--- config.mk ---
export PLATFORM = sky130hd
export DESIGN_NAME = lsu2c
export DESIGN_NICKNAME = d
export VERILOG_FILES = /design/src/hw/mem_defs.svh /design/src/hw/mem_pkg.sv /design/src/hw/lsu2c.sv
export SDC_FILE = /design/constraint.sdc
export NUM_CORES = 1
export LEC_CHECK = 0
export BUFFER_PORTS_ARGS = -buffer_cell sky130_fd_sc_hd__buf_4
export CORE_AREA = 2 2 108 110
export DETAILED_ROUTE_END_ITERATION = 8
export DIE_AREA = 0 0 110 112
export SLEW_MARGIN = 40
export SYNTH_ARGS = -nofsm -noshare
export SYNTH_HDL_FRONTEND = slang
export SYNTH_SLANG_ARGS = --single-unit
--- constraint.sdc ---
create_clock -name vclk -period 5
set_input_delay 1 -clock vclk [all_inputs]
set_output_delay 1 -clock vclk [all_outputs]
set_load 0.03 [all_outputs]
--- src/hw/mem_defs.svh ---
`ifndef MEM_DEFS_SVH
`define MEM_DEFS_SVH

// word-address bits of the local data RAM
// the RAM index is taken from ls_addr[MEM_ADDR_WIDTH+1:2]
`define MEM_ADDR_WIDTH 10

// data word size, also the store data width
`define MEM_DATA_WIDTH 32

// byte lanes per data word
`define MEM_LANES (`MEM_DATA_WIDTH / 8)

// number of words held by the data RAM
`define MEM_DEPTH (1 << `MEM_ADDR_WIDTH)

`endif

--- src/hw/mem_pkg.sv ---
package mem_pkg;

    // load/store operation select
    typedef enum logic [3:0] {
        LB  = 4'd0,
        LBU = 4'd1,
        LH  = 4'd2,
        LHU = 4'd3,
        LW  = 4'd4,
        LWL = 4'd5,
        LWR = 4'd6,
        SB  = 4'd7,
        SH  = 4'd8,
        SW  = 4'd9,
        SWL = 4'd10,
        SWR = 4'd11
    } ls_sel_e;

    // executed instruction handed over from execute
    typedef struct packed {
        logic [31:0] pc;
        logic [31:0] alu_res;
        logic [31:0] ls_addr;
        logic [31:0] rt_data;
        logic        w_reg_ena;
        logic [4:0]  w_reg_dst;
        logic        ls_ena;
        ls_sel_e     ls_sel;
        logic        wb_reg_sel;
        logic        has_exception;
    } ex_mem_t;

    // result handed over to writeback
    typedef struct packed {
        logic [31:0] pc;
        logic [31:0] alu_res;
        logic [31:0] r_data;
        logic        w_reg_ena;
        logic [4:0]  w_reg_dst;
        logic        wb_reg_sel;
        logic        is_data_adel;
        logic        is_data_ades;
        logic        has_exception;
    } mem_wb_t;

endpackage

--- src/hw/lsu2c.sv ---
`timescale 1ns/100ps

module lsu2c (
    input  mem_pkg::ex_mem_t item,
    input  logic             is_data_adel,
    input  logic             is_data_ades,
    input  logic [31:0]      rdata,
    output mem_pkg::mem_wb_t wb
);

    logic [1:0]  a;
    logic [7:0]  sel_byte;
    logic [15:0] sel_half;
    logic [31:0] load_data;
    logic        fault;

    assign a        = item.ls_addr[1:0];
    assign sel_byte = rdata[8*a +: 8];
    assign sel_half = a[1] ? rdata[31:16] : rdata[15:0];
    assign fault    = is_data_adel || is_data_ades;

    always_comb begin
        load_data = 32'h0;
        case (item.ls_sel)
            mem_pkg::LB: begin
                load_data = {{24{sel_byte[7]}}, sel_byte};
            end
            mem_pkg::LBU: begin
                load_data = {24'h0, sel_byte};
            end
            mem_pkg::LH: begin
                load_data = {{16{sel_half[15]}}, sel_half};
            end
            mem_pkg::LHU: begin
                load_data = {16'h0, sel_half};
            end
            mem_pkg::LW: begin
                load_data = rdata;
            end
            mem_pkg::LWL: begin
                // low a+1 ram bytes go to the top, rt keeps the rest
                case (a)
                    2'd0:    load_data = {rdata[7:0],  item.rt_data[23:0]};
                    2'd1:    load_data = {rdata[15:0], item.rt_data[15:0]};
                    2'd2:    load_data = {rdata[23:0], item.rt_data[7:0]};
                    default: load_data = rdata;
                endcase
            end
            mem_pkg::LWR: begin
                // top 4-a ram bytes go to the bottom
                case (a)
                    2'd0:    load_data = rdata;
                    2'd1:    load_data = {item.rt_data[31:24], rdata[31:8]};
                    2'd2:    load_data = {item.rt_data[31:16], rdata[31:16]};
                    default: load_data = {item.rt_data[31:8],  rdata[31:24]};
                endcase
            end
            default: begin
                // stores return nothing
                load_data = 32'h0;
            end
        endcase
    end

    always_comb begin
        wb.pc            = item.pc;
        wb.alu_res       = item.alu_res;
        wb.r_data        = (item.ls_ena && !fault) ? load_data : 32'h0;
        wb.w_reg_ena     = item.w_reg_ena;
        wb.w_reg_dst     = item.w_reg_dst;
        wb.wb_reg_sel    = item.wb_reg_sel;
        wb.is_data_adel  = is_data_adel;
        wb.is_data_ades  = is_data_ades;
        wb.has_exception = item.has_exception || fault;
    end

endmodule

==> flow_summary.json, run 1 <==
{
  "status": "finished clean",
  "antenna_found_initial": 0,
  "busiest_layer": "met2",
  "synth_top_area_share_pct": 22.4,
  "min_from": "item[77]",
  "fmax_mhz": 243,
  "crit_chain": "buf_4 -> mux2_2 -> mux2i_1 -> or4_1 -> a31oi_1 -> buf_4",
  "tightest_slew_ns": 0.797,
  "ant_nets": 0,
  "wl_um": 11200,
  "grt_start_max_net_pins": 33,
  "nFlopsAndLatches": 0,
  "post-route-drc-count": 0,
  "syn_nets": 542,
  "dp_cells": 522,
  "postCtsHoldBufs": 0,
  "route.detailed.wl_per_inst_um": 21.5,
  "die_y_um": 112,
  "ys_seq_area_share_pct": 0,
  "setup_viol_count_final": 0,
  "critPathCaptureType": "primary output",
  "critical-path-max-stage-delay_ns": 0.80,
  "finalCritPeriodShare_pct": 82.2,
  "tns_ns": 0,
  "nets": 556,
  "syn_to_final_growth_pct": 14.5,
  "crit_required_ns": 4.00,
  "post_cts_buffers": 0,
  "yosys-top-cells-area": "buf_4 22%, mux2i_1 10%, mux2_2 7.3%",
  "max-vdd-ir-drop_mv": 0.0235,
  "crit_path_max_fanout": 32,
  "hold_path.class": "input pin to primary output",
  "fp-row-count": 39,
  "startpoint_type": "input pin",
  "p_leak_nw": 1.12,
  "core_area_sq_um": 11200,
  "ys_top_cells_by_count": "74 x buf_4, 48 x nand2_1, 26 x mux2i_1",
  "final_max_slew_viol_count": 0,
  "synth_cells": 367,
  "post_dp_cell_area_sq_um": 2850,
  "portBuffers": 109,
  "critPathKind": "input pin to primary output",
  "grt_pass1_vias": 2879,
  "design_area_sq_um": 2850,
  "grt_pass1_wl_um": 16200,
  "utilization_pct": 25.5,
  "dr.pass1.iters": 6,
  "use_met3_pct": 3.04,
  "grt_overflow": 0,
  "regArea_sq_um": 0,
  "ys_warn_count": 0,
  "worst-path-buf-inv": 2,
  "diodes": 0,
  "fin_cells": 522,
  "drt_iter0_markers": 343,
  "slew_headroom_pct": 46.7,
  "hold_viol": 0,
  "cts_repair_resize_count": 0,
  "crit_arrival_ns": 3.11,
  "grt_use_total_pct": 16.7,
  "die_w_um": 110,
  "period_needed_ns": 4.11,
  "syn_area_per_cell_sq_um": 6.77,
  "avgViaCountPerCell": 5.79,
  "cp_slowest_cell": "or4_1",
  "grt_use_met2_pct": 28.0,
  "synth_most_common_cell": "buf_4",
  "ios": 281,
  "vias": 3023,
  "startpoint": "item[46]",
  "final_layout_size_suffix_gt1_share_pct": 37.2,
  "p_total_mw": 0.206,
  "grtUsageMet1_pct": 21.3,
  "gp_congestion": 0.799,
  "cpLargestDelayFamily": "simple AND/OR/NAND/NOR gates",
  "cp_common_cell": "buf_4",
  "rsz0062_at_grt": "false",
  "die_area_sq_um": 12300,
  "powerDensity_nw_per_um2": 72.2,
  "clkbuf_count": 0,
  "yosysUniqueCellTypes": 39,
  "start_util_pct": 22.2,
  "max_cap_violations": 0,
  "hpwl_um": 8160,
  "synth_top_cell_by_area": "buf_4",
  "syn_area_sq_um": 2480
}
per-stage QoR:
step                      setup slack, ns  hold WS (ns)
after global routing                0.824          2.00
after CTS                           0.963          2.00
after floorplan                      1.34          2.13
after global placement              0.972          2.00
final                               0.892          2.00
after detailed placement            0.981          2.00
per-layer routing:
| metal | share of wire, % | up-vias | routed length [um] |
|---|---|---|---|
| met5 | 0 | - | 0 |
| met4 | 2.8 | 0 | 318 |
| met3 | 11 | 41 | 1250 |
| met2 | 48 | 228 | 5360 |
| met1 | 38 | 1409 | 4310 |
| li1 | - | 1345 | - |
logic make-up after synthesis:
family                 synth area share, %
and+or+nand+nor                       19.6
AOI/OAI and AO/OA                     33.8
buffers and inverters                 28.9
muxes                                 17.7
power by group:
part / internal [mW] / switching, mW
Clock: 0 / 0
Combinational: 0.0907 / 0.115
Sequential: 0 / 0
Total: 0.0907 / 0.115
placed cells by master, fill, tap and decap left out, types with 2 or more instances in the layout:
cell,count
a222oi_1,14
o22ai_1,8
a31oi_1,23
a21oi_1,16
nor3_2,3
or3_1,2
mux2i_1,26
nor3_1,6
or4_1,2
a221oi_1,8
and2_1,6
nor3b_2,2
o21ai_0,2
nor2_1,21
buf_4,118
and2_0,3
a32oi_1,2
mux2_2,16
nand2_1,48
o211ai_1,24
a211oi_1,16
final timing paths:
kind                 end  depth (start not counted)
hold / removal    wb[42]                          0
setup / recovery  wb[29]                          6
final cells by class:
cell class / count / area [sq um]
Fill cell: 1227 / 8330
Inverter: 2 / 7.51
Timing Repair Buffer: 118 / 886
Tap cell: 143 / 179
Multi-Input combinational cell: 259 / 1770
Note: power is estimated with default switching activity, not from simulation.
==> run 2: changes to the inputs <==
--- a/config.mk
+++ b/config.mk
@@ -6,9 +6,9 @@
 export NUM_CORES = 1
 export LEC_CHECK = 0
 export BUFFER_PORTS_ARGS = -buffer_cell sky130_fd_sc_hd__buf_4
-export CORE_AREA = 2 2 108 110
+export CORE_AREA = 2 2 109 111
 export DETAILED_ROUTE_END_ITERATION = 8
-export DIE_AREA = 0 0 110 112
+export DIE_AREA = 0 0 111 113
 export SLEW_MARGIN = 40
 export SYNTH_ARGS = -nofsm -noshare
 export SYNTH_HDL_FRONTEND = slang
==> constraint.sdc (replaced) <==
create_clock -name vclk -period 3.8
set_input_delay 0.76 -clock vclk [all_inputs]
set_output_delay 0.76 -clock vclk [all_outputs]
set_load 0.03 [all_outputs]
==> flow_summary.json, run 2 (same netlist as run 1, synthesis figures left out) <==
{
  "status": "finished clean",
  "utilization_pct": 25.6,
  "wl_um": 11100,
  "final_layout_size_suffix_gt1_share_pct": 37.9,
  "die_w_um": 111,
  "grt_pass1_vias": 2778,
  "final_max_slew_viol_count": 0,
  "gp_congestion": 0.836,
  "hold_viol": 0,
  "max-vdd-ir-drop_mv": 0.0268,
  "grt_start_max_net_pins": 38,
  "final_common_cell": "buf_4",
  "cp_common_cell": "buf_4",
  "p_clk_share_pct": 0,
  "tns_ns": 0,
  "crit_chain": "buf_4 -> inv_1 -> a21boi_2 -> a222oi_1 -> a21oi_1 -> buf_4",
  "grt_pass1_wl_um": 16500,
  "drt_iter0_markers": 293,
  "start_util_pct": 22.0,
  "finalCritPeriodShare_pct": 90.9,
  "antenna_found_initial": 0,
  "core_area_sq_um": 11300,
  "powerDensity_nw_per_um2": 93.6,
  "critical-path-max-stage-delay_ns": 0.54,
  "worst-path-buf-inv": 3,
  "holdPathStages": 0,
  "syn_to_final_growth_pct": 16.2,
  "crit_path_max_fanout": 31,
  "dr.pass1.iters": 6,
  "postCtsHoldBufs": 0,
  "hpwl_um": 8480,
  "switching_share_pct": 54.8,
  "cp_slowest_cell": "a21boi_2",
  "cts_repair_resize_count": 0,
  "rsz0062_at_grt": "false",
  "regArea_sq_um": 0,
  "nFlopsAndLatches": 0,
  "min_to": "wb[47]",
  "power.switching_mw": 0.148,
  "hold_path.class": "input pin to primary output",
  "ant_nets": 0,
  "critPathCaptureType": "primary output",
  "p_leak_nw": 1.15,
  "slew_headroom_pct": 48.3,
  "p_int_mw": 0.122,
  "setup_viol_count_final": 0,
  "min_from": "item[82]",
  "clkbuf_count": 0,
  "portBuffers": 109,
  "nFillCells": 1276,
  "power_frac_comb_pct": 100.0,
  "cpLargestDelayFamily": "compound AO/OA/AOI/OAI gates",
  "grt_overflow": 0,
  "layout_common_cells": "121 x buf_4, 48 x nand2_1, 26 x mux2i_1",
  "crit_required_ns": 3.04,
  "grt_use_total_pct": 16.2,
  "fmax_mhz": 290,
  "crit_arrival_ns": 2.69,
  "tightest_slew_ns": 0.772,
  "period_needed_ns": 3.45,
  "avgViaCountPerCell": 5.76,
  "nets": 560,
  "critPathKind": "input pin to primary output",
  "fp-row-count": 39,
  "vias": 3030,
  "ios": 281,
  "route.detailed.wl_per_inst_um": 21.0,
  "max_cap_violations": 0,
  "die_y_um": 113,
  "startpoint_type": "input pin",
  "post-route-drc-count": 0,
  "diodes": 0,
  "die_area_sq_um": 12500,
  "p_seq_share_pct": 0,
  "p_total_mw": 0.270,
  "post_cts_buffers": 0
}
run 2: final cells by class:
type / instances / area [sq um] / share of cell area [%]
repair buffers: 122 / 928 / 32.1
multi-input cells: 259 / 1770 / 61.4
inverters: 2 / 7.51 / 0.260
well taps: 143 / 179 / 6.20
run 2: per-stage QoR:
| step | setup slack (ns) | cell area, sq um | hold slack [ns] | cells |
|---|---|---|---|---|
| global placement | 0.461 | 2890 | 1.52 | 526 |
| detailed placement | 0.427 | 2890 | 1.52 | 526 |
| CTS | 0.410 | 2890 | 1.52 | 526 |
| floorplan | 0.621 | 2480 | 1.65 | 367 |
| finish | 0.347 | 2890 | 1.52 | 526 |
| global route | 0.269 | 2890 | 1.52 | 526 |
run 2: worst max path at each step:
| stage | from | end | slack (ns) | depth (start not counted) |
|---|---|---|---|---|
| 6_report | item[45] | wb[38] | 0.35 | 6 |
| 5_1_grt | item[45] | wb[39] | 0.27 | 6 |
| 3_3_place_gp | item[5] | wb[29] | 0.46 | 7 |
| 4_1_cts | item[3] | wb[20] | 0.41 | 6 |
| 3_5_place_dp | item[3] | wb[20] | 0.43 | 6 |
| 2_1_floorplan | item[46] | wb[32] | 0.62 | 7 |
run 2: power groups by stage:
stage / Sequential, mW / Clock (mW) / Combinational (mW)
detailed placement: 0 / 0 / 0.268
global placement: 0 / 0 / 0.262
finish: 0 / 0 / 0.270
CTS: 0 / 0 / 0.269
floorplan: 0 / 0 / 0.287
global route: 0 / 0 / 0.291
run 2: per-layer routing:
metal	GRT usage, %	share of wire [%]
met5	0	0
met4	4.33	2.5
met2	27.8	49
met1	20.5	38
met3	3.64	9.8
==> run 3: changes to the inputs <==
==> constraint.sdc (replaced) <==
create_clock -name vclk -period 3.8
set_input_delay 0.19 -clock vclk [all_inputs]
set_output_delay 0.19 -clock vclk [all_outputs]
set_load 0.03 [all_outputs]
==> flow_summary.json, run 3 (same netlist as run 1, synthesis figures left out) <==
{
  "p_clk_share_pct": 0,
  "ant_nets": 0,
  "critPathCaptureType": "primary output",
  "wl_um": 11200,
  "layout_common_cells": "118 x buf_4, 48 x nand2_1, 26 x mux2i_1",
  "critical-path-max-stage-delay_ns": 0.56,
  "crit_required_ns": 3.61,
  "post_cts_buffers": 0,
  "critPathKind": "input pin to primary output",
  "cp_common_cell": "buf_4",
  "die_area_sq_um": 12500,
  "crit_chain": "buf_4 -> buf_4 -> mux2i_1 -> nor2_1 -> a221oi_1 -> a31oi_1 -> buf_4",
  "final_common_cell": "buf_4",
  "cp_slowest_cell": "nor2_1",
  "worst-path-buf-inv": 3,
  "max-vdd-ir-drop_mv": 0.0287,
  "switching_share_pct": 55.5,
  "crit_path_max_fanout": 29,
  "start_util_pct": 22.0,
  "nFlopsAndLatches": 0,
  "slew_headroom_pct": 44.6,
  "post-route-drc-count": 0,
  "rsz0062_at_grt": "false",
  "fmax_mhz": 420,
  "p_seq_share_pct": 0,
  "tightest_slew_ns": 0.827,
  "regArea_sq_um": 0,
  "tns_ns": 0,
  "max_cap_violations": 0,
  "p_int_mw": 0.119,
  "hold_path.class": "input pin to primary output",
  "p_leak_nw": 1.12,
  "final_max_slew_viol_count": 0,
  "whs_ns": 0.380,
  "ios": 281,
  "status": "finished clean",
  "startpoint_type": "input pin",
  "portBuffers": 109,
  "powerDensity_nw_per_um2": 94.3,
  "cpLargestDelayFamily": "buffers and inverters",
  "pre_cts_ws_ns": 1.44,
  "dr.pass1.iters": 7,
  "diodes": 0,
  "antenna_found_initial": 0,
  "grt_start_max_net_pins": 38,
  "drt_iter0_markers": 250,
  "grt_use_total_pct": 16.5,
  "hpwl_um": 8360,
  "finalCritPeriodShare_pct": 62.6,
  "die_w_um": 111,
  "setup_viol_count_final": 0,
  "fp-row-count": 39,
  "nets": 556,
  "gp_congestion": 0.819,
  "power.switching_mw": 0.149,
  "period_needed_ns": 2.38,
  "route.detailed.wl_per_inst_um": 21.5,
  "syn_to_final_growth_pct": 14.5,
  "grt_pass1_wl_um": 16900,
  "grt_overflow": 0,
  "utilization_pct": 25.2,
  "core_area_sq_um": 11300,
  "layout_setup_ws_ns": 1.42,
  "clkbuf_count": 0,
  "nFillCells": 1254,
  "final_layout_size_suffix_gt1_share_pct": 37.2,
  "grt_pass1_vias": 2955,
  "hold_viol": 0,
  "die_y_um": 113,
  "postCtsHoldBufs": 0,
  "avgViaCountPerCell": 5.72,
  "crit_arrival_ns": 2.19,
  "vias": 2988,
  "power_frac_comb_pct": 100.0,
  "cts_repair_resize_count": 0
}
[run 3: changes by cell type in the layout (fill, tap and decap cells not counted), sizes merged]
cell	change
buf	-4
[run 3: area by class of cell]
cell class / count / area [sq um] / area share [%]
multi-input cells: 259 / 1770 / 62.3
repair buffers: 118 / 886 / 31.1
well taps: 143 / 179 / 6.29
inverters: 2 / 7.51 / 0.264
[run 3: layer usage]
metal / global-route usage (%) / vias to the layer above / routed length [um]
met5: 0 / - / 0
met4: 4.25 / 0 / 235
met3: 3.64 / 34 / 1160
met2: 29.6 / 210 / 5530
met1: 20.2 / 1398 / 4310
li1: - / 1346 / -
[run 3: power groups by stage]
stage	logic, mW	clock network, mW	registers [mW]
final	0.268	0	0
after global routing	0.291	0	0
after CTS	0.266	0	0
after detailed placement	0.264	0	0
after global placement	0.260	0	0
after floorplan	0.287	0	0
[run 3: final timing paths]
path	cells past startpoint	endpoint	startpoint	slack, ns
max	7	wb[21]	item[45]	1.42
min	0	wb[55]	item[90]	0.38
[run 3: stage by stage]
step           area, sq um  instances  power [mW]
2_1_floorplan         2480        367       0.287
3_3_place_gp          2850        522       0.260
3_5_place_dp          2850        522       0.264
4_1_cts               2850        522       0.266
5_1_grt               2850        522       0.291
6_report              2850        522       0.268
