`src/hw/mem_defs.svh`:
```
`ifndef MEM_DEFS_SVH
`define MEM_DEFS_SVH

// word-address bits of the local data RAM
// the RAM index is taken from ls_addr[MEM_ADDR_WIDTH+1:2]
`define MEM_ADDR_WIDTH 10

// data word size, also the store data width
`define MEM_DATA_WIDTH 32

// byte lanes per data word
`define MEM_LANES (`MEM_DATA_WIDTH / 8)

// number of words held by the data RAM
`define MEM_DEPTH (1 << `MEM_ADDR_WIDTH)

`endif

```
`src/hw/mem_pkg.sv`:
```
package mem_pkg;

    // load/store operation select
    typedef enum logic [3:0] {
        LB  = 4'd0,
        LBU = 4'd1,
        LH  = 4'd2,
        LHU = 4'd3,
        LW  = 4'd4,
        LWL = 4'd5,
        LWR = 4'd6,
        SB  = 4'd7,
        SH  = 4'd8,
        SW  = 4'd9,
        SWL = 4'd10,
        SWR = 4'd11
    } ls_sel_e;

    // executed instruction handed over from execute
    typedef struct packed {
        logic [31:0] pc;
        logic [31:0] alu_res;
        logic [31:0] ls_addr;
        logic [31:0] rt_data;
        logic        w_reg_ena;
        logic [4:0]  w_reg_dst;
        logic        ls_ena;
        ls_sel_e     ls_sel;
        logic        wb_reg_sel;
        logic        has_exception;
    } ex_mem_t;

    // result handed over to writeback
    typedef struct packed {
        logic [31:0] pc;
        logic [31:0] alu_res;
        logic [31:0] r_data;
        logic        w_reg_ena;
        logic [4:0]  w_reg_dst;
        logic        wb_reg_sel;
        logic        is_data_adel;
        logic        is_data_ades;
        logic        has_exception;
    } mem_wb_t;

endpackage

```
`src/hw/lsu1c.sv`:
```
`timescale 1ns/100ps

`include "mem_defs.svh"

module lsu1c (
    input  mem_pkg::ex_mem_t            req,
    input  logic                        accept,
    output logic                        ram_en,
    output logic [3:0]                  ram_we,
    output logic [`MEM_ADDR_WIDTH-1:0]  ram_addr,
    output logic [`MEM_DATA_WIDTH-1:0]  ram_wdata,
    output logic                        is_data_adel,
    output logic                        is_data_ades
);

    logic [1:0] a;
    logic       is_store;
    logic       half_op;
    logic       word_op;
    logic       store_ok;
    logic [3:0] lane_mask;

    assign a = req.ls_addr[1:0];

    // halfword and word accesses need natural alignment
    assign half_op = (req.ls_sel == mem_pkg::LH) || (req.ls_sel == mem_pkg::LHU) ||
                     (req.ls_sel == mem_pkg::SH);
    assign word_op = (req.ls_sel == mem_pkg::LW) || (req.ls_sel == mem_pkg::SW);

    assign is_store = (req.ls_sel == mem_pkg::SB)  || (req.ls_sel == mem_pkg::SH)  ||
                      (req.ls_sel == mem_pkg::SW)  || (req.ls_sel == mem_pkg::SWL) ||
                      (req.ls_sel == mem_pkg::SWR);

    always_comb begin
        is_data_adel = 1'b0;
        is_data_ades = 1'b0;
        if (req.ls_ena && ((half_op && a[0]) || (word_op && (a != 2'b00)))) begin
            if (is_store) begin
                is_data_ades = 1'b1;
            end else begin
                is_data_adel = 1'b1;
            end
        end
    end

    // place store data into its byte lanes
    always_comb begin
        lane_mask = 4'b0000;
        ram_wdata = req.rt_data;
        case (req.ls_sel)
            mem_pkg::SB: begin
                lane_mask = 4'b0001 << a;
                ram_wdata = {4{req.rt_data[7:0]}};
            end
            mem_pkg::SH: begin
                lane_mask = 4'b0011 << a;
                ram_wdata = {2{req.rt_data[15:0]}};
            end
            mem_pkg::SW: begin
                lane_mask = 4'b1111;
                ram_wdata = req.rt_data;
            end
            mem_pkg::SWL: begin
                // lanes 0..a take the top a+1 bytes of rt
                lane_mask = 4'b1111 >> (2'd3 - a);
                ram_wdata = req.rt_data >> (8 * (2'd3 - a));
            end
            mem_pkg::SWR: begin
                // lanes a..3 take the low 4-a bytes of rt
                lane_mask = 4'b1111 << a;
                ram_wdata = req.rt_data << (8 * a);
            end
            default: begin
                lane_mask = 4'b0000;
            end
        endcase
    end

    // faulting or already excepted stores must not touch memory
    assign store_ok = is_store && !is_data_ades && !req.has_exception;

    assign ram_en   = accept && req.ls_ena;
    assign ram_we   = (ram_en && store_ok) ? lane_mask : 4'b0000;
    assign ram_addr = req.ls_addr[`MEM_ADDR_WIDTH+1:2];

endmodule

```
`config.mk`:
```
export PLATFORM = sky130hd
export DESIGN_NAME = lsu1c
export DESIGN_NICKNAME = d
export VERILOG_FILES = /design/src/hw/mem_pkg.sv /design/src/hw/lsu1c.sv
export VERILOG_INCLUDE_DIRS = /design/src /design/src/hw
export SDC_FILE = /design/constraint.sdc
export NUM_CORES = 1
export LEC_CHECK = 0
export BUFFER_PORTS_ARGS = -buffer_cell sky130_fd_sc_hd__buf_2
export CORE_AREA = 2 2 74 76
export DETAILED_ROUTE_END_ITERATION = 6
export DIE_AREA = 0 0 76 78
export PLACE_DENSITY = 0.81
export SLEW_MARGIN = 20
export SYNTH_ARGS = -nofsm -noshare
export SYNTH_HDL_FRONTEND = slang
export SYNTH_SLANG_ARGS = --single-unit
```
`constraint.sdc`:
```
create_clock -name vclk -period 3
set_input_delay 0.3 -clock vclk [all_inputs]
set_output_delay 0.3 -clock vclk [all_outputs]
set_load 0.03 [all_outputs]
```
==> flow_metrics.tcl, run 1 <==
set metrics [dict create \
    status "completed" \
    hold_path.class "in -> out" \
    routed_wl_um 6238 \
    vdd_drop_max_mv 0.08063 \
    ff_latch_area_um2 0 \
    min_period_ps 2373 \
    grt_max_degree 38 \
    holdPathEnd "ram_addr[6]" \
    start_util_pct 35.48 \
    p_leak_nw 0.8896 \
    required_ps 2700 \
    ant_nets 0 \
    report.final.slew_viol_count 0 \
    cp_max_fo 37 \
    grt_pass1_wl_um 9722 \
    drc 0 \
    cts-resized-gates 0 \
    synth_top_area_share_pct 13.43 \
    finalPower_w 0.0004043 \
    ys_warn_count 0 \
    place_hpwl_um 4361 \
    drtIter0Drc 202 \
    worst_ep_arrival_time_ps 2070 \
    fp.dieArea_um2 5928 \
    rsz0062_at_grt "false" \
    hold_viol 0 \
    via_per_inst 6.229 \
    postCtsSetupBuffers 0 \
    fin_tns_setup_ps 0 \
    crit_type "in -> out" \
    drive_gt1_share_pct 32.23 \
    post-route-period-util_pct 79.10 \
    wl_per_cell_um 16.81 \
    gp_congestion 0.8235 \
    grt.total_usage_pct 19.12 \
    pin_count 191 \
    netlist_area_um2 1789 \
    final_area_um2 2118 \
    first_pass_iters 5 \
    flops_and_latches 0 \
    crit_path_end_kind "output pin" \
    core_um2 5042 \
    syn_to_final_growth_pct 18.39 \
    port_buffers 80 \
    power_density_nw_per_um2 190.9 \
    ys_top_cells_by_area "mux2i_1 (13%), a221o_1 (8.4%), a22o_1 (8.3%)" \
    hold_depth 0 \
    relSlewSlack_pct 53.92 \
    finalSetupViolCount 0 \
    die_y_um 78 \
    overflow 0 \
    dpl_cell_area_um2 2118 \
    syn_nets 394 \
    avgSynthCellArea_um2 7.100 \
    clock.fmax_mhz 421.4 \
    vias 2311 \
    cp-start-kind "input port" \
    cap_violations 0 \
    grt_pass1_vias 2033 \
    die_w_um 76 \
    min_from "req[53]" \
    nNetsFinal 445 \
    clkbuf_count 0 \
    ys_seq_area_share_pct 0 \
    synth_cells 252 \
    synth_cell_types 45 \
    fp-row-count 26 \
    ctsHoldBuffers 0 \
    worst_pin_slew_ps 691.2 \
    synth.largest_area_cell "mux2i_1" \
    diodes 0 \
    grt_antenna_before_repair 0 \
]
==> worst max path at each step <==
stage	start	endpoint	cells after the start
floorplan	req[3]	is_data_adel	5
global placement	req[3]	ram_wdata[6]	6
detailed placement	req[45]	ram_wdata[26]	7
CTS	req[45]	ram_wdata[26]	7
global route	req[45]	ram_wdata[26]	7
finish	req[45]	ram_wdata[26]	7
==> placed cells by master (no fill, tap or decap), types with 8 or more instances in the layout <==
cell type	n
a21oi_1	22
o2bb2ai_1	8
nor2b_1	11
nor2_1	23
mux2i_1	24
a221o_1	15
a211o_1	8
nor3_1	8
o21ai_0	12
buf_2	80
a31oi_1	8
a22o_1	17
==> metrics by stage <==
step / instances / setup WS (ps) / hold WS (ps) / util, %
after floorplan: 252 / 635.6 / 731.7 / -
after global placement: 371 / 676.6 / 600.2 / 42.01
after detailed placement: 371 / 644.3 / 600.2 / 42.01
after CTS: 371 / 643.8 / 600.2 / 42.01
after global routing: 371 / 527.7 / 600.0 / 42.01
final: 371 / 627.0 / 600.0 / 42.01
==> final cells by class <==
cell class / instances / area, um2
repair buffers: 87 / 465.4
multi-input cells: 214 / 1565
well taps: 70 / 87.58
fillers: 537 / 2924
==> Yosys cell counts, types with 3 or more instances <==
master and count:
nor3_1 8, a22o_1 17, o21ai_0 12, buf_1 3, a211o_1 8, buf_6 3, clkbuf_1 9, nand2b_1 5
buf_4 12, a21oi_1 22, a22oi_1 7, nor2_1 23, buf_2 11, o2bb2ai_1 8, mux2i_1 24, nor2b_1 11
a31oi_1 8, nand2_1 3, a211oi_1 7, nand3_1 7, a221o_1 15
==> metal layers <==
layer / vias to the layer above / GRT usage [%] / routed length (um)
met4: 0 / 3.818 / 93
met1: 1076 / 25.83 / 2736
met3: 12 / 1.395 / 500
met2: 124 / 33.48 / 2907
met5: - / 0 / 0
li1: 1099 / - / -
==> critical path: stages <==
cell	delay, ps
buf_2	530
buf_12	250
nor2b_1	70
a211oi_1	250
a21oi_1	90
a221o_1	390
buf_2	180
==> power by group <==
group | internal, W | leakage [nW] | switching [W]
logic | 0.000143 | 0.890 | 0.000261
clock network | 0 | 0 | 0
registers | 0 | 0 | 0
total | 0.000143 | 0.890 | 0.000261
==> kinds of logic (layout without fill, tap and decap cells) <==
logic type / Yosys count / count (layout) / synth area share (%)
muxes: 25 / 25 / 14.06
buffers and inverters: 38 / 87 / 12.52
AOI/OAI and AO/OA: 117 / 117 / 49.44
and+or+nand+nor: 72 / 72 / 23.99
Power figures use the tool's default switching activity.
==> run 2: changes to the inputs <==
--- a/config.mk
+++ b/config.mk
@@ -6,11 +6,11 @@
 export SDC_FILE = /design/constraint.sdc
 export NUM_CORES = 1
 export LEC_CHECK = 0
+export ABC_AREA = 1
 export BUFFER_PORTS_ARGS = -buffer_cell sky130_fd_sc_hd__buf_2
-export CORE_AREA = 2 2 74 76
+export CORE_UTILIZATION = 34
 export DETAILED_ROUTE_END_ITERATION = 6
-export DIE_AREA = 0 0 76 78
-export PLACE_DENSITY = 0.81
+export PLACE_DENSITY = 0.8
 export SLEW_MARGIN = 20
 export SYNTH_ARGS = -nofsm -noshare
 export SYNTH_HDL_FRONTEND = slang
==> constraint.sdc (replaced) <==
create_clock -name vclk -period 2.1
set_input_delay 0.21 -clock vclk [all_inputs]
set_output_delay 0.21 -clock vclk [all_outputs]
set_load 0.03 [all_outputs]
==> flow_metrics.tcl, run 2 <==
set metrics [dict create \
    rsz0062_at_grt "false" \
    fin_tns_setup_ps 0 \
    crit_type "in -> out" \
    cts-resized-gates 0 \
    min_from "req[47]" \
    flops_and_latches 0 \
    ff_latch_area_um2 0 \
    cap_violations 0 \
    placedCellCount 509 \
    routed_wl_um 6339 \
    most-common-layout-cells "nand2_1 (151), buf_2 (80), nand3_1 (61)" \
    overflow 0 \
    die_w_um 76.67 \
    cpPeakStageDelay_ps 350 \
    netlist_area_um2 1896 \
    clock.fmax_mhz 554.0 \
    clkbuf_count 0 \
    drtIter0Drc 197 \
    place_hpwl_um 4625 \
    vdd_drop_max_mv 0.1623 \
    synth_cells 382 \
    grt_pass1_vias 2359 \
    fin_util_pct 42.95 \
    grt_max_degree 37 \
    synth_most_common_cell "nand2_1" \
    min_period_ps 1805 \
    p_int_w 0.0001744 \
    ys_seq_area_share_pct 0 \
    first_pass_iters 5 \
    status "completed" \
    nNetsFinal 583 \
    final_common_cell "nand2_1" \
    gp_congestion 0.8794 \
    required_ps 1890 \
    grt_antenna_before_repair 0 \
    synth_cell_types 27 \
    start_util_pct 36.19 \
    syn_nets 524 \
    power.switching_w 0.0004104 \
    ys_top_cells_by_area "nand2_1 (30%), nand3_1 (16%), nand4_1 (7.9%)" \
    holdPathEnd "ram_addr[0]" \
    drc 0 \
    p_leak_nw 1.248 \
    p_clk_share_pct 0 \
    finalPower_w 0.0005848 \
    fp.dieArea_um2 5878 \
    hold_viol 0 \
    synth_top_area_share_pct 29.90 \
    core_um2 5238 \
    finalSetupViolCount 0 \
    drive_gt1_share_pct 26.42 \
    pin_count 191 \
    diodes 0 \
    wl_per_cell_um 12.45 \
    worst_pin_slew_ps 517.8 \
    cpMaxStageDelayCell "nor2_8" \
    relSlewSlack_pct 65.44 \
    via_per_inst 5.420 \
    ctsHoldBuffers 0 \
    cp-start-kind "input port" \
    grt_pass1_wl_um 10330 \
    vias 2759 \
    synth.largest_area_cell "nand2_1" \
    die_y_um 76.67 \
    post-route-period-util_pct 85.96 \
    report.final.slew_viol_count 0 \
    yosys-top-cells-count "nand2_1 (151), nand3_1 (61), inv_1 (32), o21ai_0 (25), nand4_1 (24)" \
    hold_depth 0 \
    sequentialPowerShare_pct 0 \
    syn_to_final_growth_pct 18.68 \
    port_buffers 80 \
    sw_frac_of_total_pct 70.18 \
    ant_nets 0 \
    cp_max_fo 24 \
    postCtsSetupBuffers 0 \
    stdcell_count 509 \
    whs_ps 420.0 \
    fp-row-count 26 \
    p_comb_share_pct 100.0 \
    grt.total_usage_pct 20.38 \
    worst_ep_arrival_time_ps 1600 \
    hold_path.class "in -> out" \
    power_density_nw_per_um2 259.9 \
    avgSynthCellArea_um2 4.962 \
    crit_path_end_kind "output pin" \
    crit_path_frequent_cell "buf_2" \
    ys_warn_count 0 \
    path_cells "buf_2, nand2_2, inv_4, nand2_4, nand3_4, nor2_8, nand2_1, nand4_1, buf_2" \
]
## run 2: cell types whose count changed after synthesis, sizes merged, moves of 8 or more
cell     delta
nand2     +161
o211ai      +9
a21oi      -18
o2bb2ai     -8
o21ai      +15
nand4      +24
a211o       -9
inv        +37
a22o       -17
a221o      -15
mux2i      -24
nor2b      -11
nand3      +56
a31oi       -8
## run 2: per-stage QoR
step | cell area (um2) | setup slack [ps]
final | 2250 | 294.8
after global routing | 2250 | 201.6
after CTS | 2250 | 305.6
after detailed placement | 2250 | 317.3
after global placement | 2250 | 299.4
after floorplan | 1896 | 430.3
## run 2: layout make-up
cell class / count / area, um2
Inverter: 37 / 146.4
Tap cell: 70 / 87.58
Timing Repair Buffer: 86 / 457.9
Fill cell: 569 / 2988
Multi-Input combinational cell: 316 / 1558
## run 2: how the worst max path moves through the flow
stage,start,end,slack (ps),cells past startpoint
floorplan,req[45],is_data_adel,430,8
global placement,req[3],ram_wdata[11],300,9
detailed placement,req[5],ram_wdata[27],320,10
CTS,req[3],ram_wdata[11],310,9
global route,req[3],ram_wdata[10],200,9
finish,req[3],ram_wdata[11],290,9
## run 2: power groups by stage
| stage | clock network [W] | registers (W) | logic [W] |
|---|---|---|---|
| floorplan | 0 | 0 | 0.000443 |
| global placement | 0 | 0 | 0.000571 |
| detailed placement | 0 | 0 | 0.000579 |
| CTS | 0 | 0 | 0.000581 |
| global route | 0 | 0 | 0.000634 |
| finish | 0 | 0 | 0.000585 |
## run 2: layer usage
layer | share of wire, % | wire length, um | vias up | GRT usage, %
met5 | 0 | 0 | - | 0
met4 | 0.85 | 54 | 0 | 4.038
met3 | 8.8 | 556 | 8 | 1.190
met2 | 46 | 2926 | 163 | 35.63
met1 | 44 | 2801 | 1211 | 27.30
li1 | - | - | 1377 | -
## run 2: worst max-delay path, delay by kind of cell
| kind | cells | cell delay [ps] |
|---|---|---|
| simple gates | 6 | 960 |
| buf+inv | 3 | 430 |
## run 2: kinds of logic (layout without fill, tap and decap cells)
| family | after synthesis | in the layout | share of synthesized area [%] |
|---|---|---|---|
| compound gates | 41 | 41 | 12.61 |
| buf+inv | 66 | 123 | 17.82 |
| simple gates | 275 | 275 | 69.57 |
==> run 3: changes to the inputs <==
--- a/config.mk
+++ b/config.mk
@@ -8,9 +8,11 @@
 export LEC_CHECK = 0
 export ABC_AREA = 1
 export BUFFER_PORTS_ARGS = -buffer_cell sky130_fd_sc_hd__buf_2
-export CORE_UTILIZATION = 34
+export CELL_PAD_IN_SITES_DETAIL_PLACEMENT = 0
+export CELL_PAD_IN_SITES_GLOBAL_PLACEMENT = 1
+export CORE_UTILIZATION = 19
 export DETAILED_ROUTE_END_ITERATION = 6
-export PLACE_DENSITY = 0.8
+export PLACE_DENSITY_LB_ADDON = 0.1
 export SLEW_MARGIN = 20
 export SYNTH_ARGS = -nofsm -noshare
 export SYNTH_HDL_FRONTEND = slang
==> flow_metrics.tcl, run 3 (synthesized netlist as in run 2, its figures left out) <==
set metrics [dict create \
    ff_latch_area_um2 0 \
    report.final.slew_viol_count 0 \
    vdd_drop_max_mv 0.08253 \
    finalSetupViolCount 0 \
    worst_pin_slew_ps 415.0 \
    critPathLaunch "req[3]" \
    fp.dieArea_um2 10380 \
    grt_antenna_before_repair 1 \
    ctsHoldBuffers 0 \
    final.fill_count 1160 \
    die_w_um 101.9 \
    vias 2670 \
    place_hpwl_um 5896 \
    cp-start-kind "input port" \
    syn_to_final_growth_pct 27.19 \
    ant_nets 0 \
    hold_path.class "in -> out" \
    p_leak_nw 1.288 \
    cpPeakStageDelay_ps 360 \
    start_util_pct 19.48 \
    grt_pass1_vias 2466 \
    core_um2 9729 \
    grt.total_usage_pct 15.34 \
    hold_depth 0 \
    worst_ep_arrival_time_ps 1590 \
    cts-resized-gates 0 \
    post-route-period-util_pct 85.62 \
    postCtsSetupBuffers 0 \
    grt_max_degree 40 \
    clkbuf_count 0 \
    die_y_um 101.9 \
    gp_congestion 0.7928 \
    dpl_cell_area_um2 2411 \
    finalPower_w 0.0006115 \
    grt_pass1_wl_um 12680 \
    relSlewSlack_pct 72.23 \
    flops_and_latches 0 \
    first_pass_iters 7 \
    drc 0 \
    cap_violations 0 \
    path_cells "buf_2, nand2_2, inv_4, nand2_4, nand2_2, o21ai_4, nand2_1, nand3_1, buf_2" \
    status "completed" \
    rsz0062_at_grt "false" \
    overflow 0 \
    required_ps 1890 \
    wl_per_cell_um 13.66 \
    clock.fmax_mhz 556.2 \
    diodes 0 \
    final_common_cell "nand2_1" \
    drive_gt1_share_pct 27.42 \
    min_period_ps 1798 \
    crit_type "in -> out" \
    drtIter0Drc 134 \
    hold_viol 0 \
    most-common-layout-cells "nand2_1 (151), buf_2 (80), nand3_1 (61)" \
    cpMaxStageDelayCell "o21ai_4" \
    pin_count 191 \
    cp_max_fo 10 \
    port_buffers 80 \
    routed_wl_um 7893 \
    fin_tns_setup_ps 0 \
    power_density_nw_per_um2 253.6 \
    via_per_inst 4.619 \
    crit_path_end_kind "output pin" \
    nNetsFinal 589 \
    fp-row-count 36 \
    final_area_um2 2411 \
    min_from "req[47]" \
]
-- run 3: power by group --
part           total, W  internal, W  switching, W
logic          0.000612     0.000188      0.000423
clock network         0            0             0
registers             0            0             0
-- run 3: critical path: cells and delay by family --
kind | cells | cell delay [ps]
buffers and inverters | 3 | 420
AND/OR/NAND/NOR | 5 | 600
AO/OA/AOI/OAI | 1 | 360
-- run 3: cell type report --
class                      instances  area [um2]  area share [%]
multi-input combinational        316        1558           64.61
timing repair buffer              92       540.5           22.42
inverter                          37       146.4           6.072
tap                              133       166.4           6.902
-- run 3: through the flow --
step / worst slack, ps / std cells / util [%] / hold slack, ps
after floorplan: 430.3 / 382 / - / 551.7
after global placement: 240.3 / 578 / 24.78 / 420.2
after detailed placement: 236.4 / 578 / 24.78 / 420.2
after CTS: 237.4 / 578 / 24.78 / 420.2
after global routing: 136.5 / 578 / 24.78 / 420.1
final: 302.0 / 578 / 24.78 / 420.0
-- run 3: worst paths after layout --
check,to
max,ram_wdata[27]
min,ram_addr[0]
-- run 3: routing by layer --
layer | vias up | share of wire (%) | track usage, %
met5 | - | 0 | 0
met4 | 0 | 0.99 | 1.978
met3 | 8 | 5.0 | 0.7524
met2 | 88 | 45 | 25.21
met1 | 1187 | 49 | 22.62
li1 | 1387 | - | -
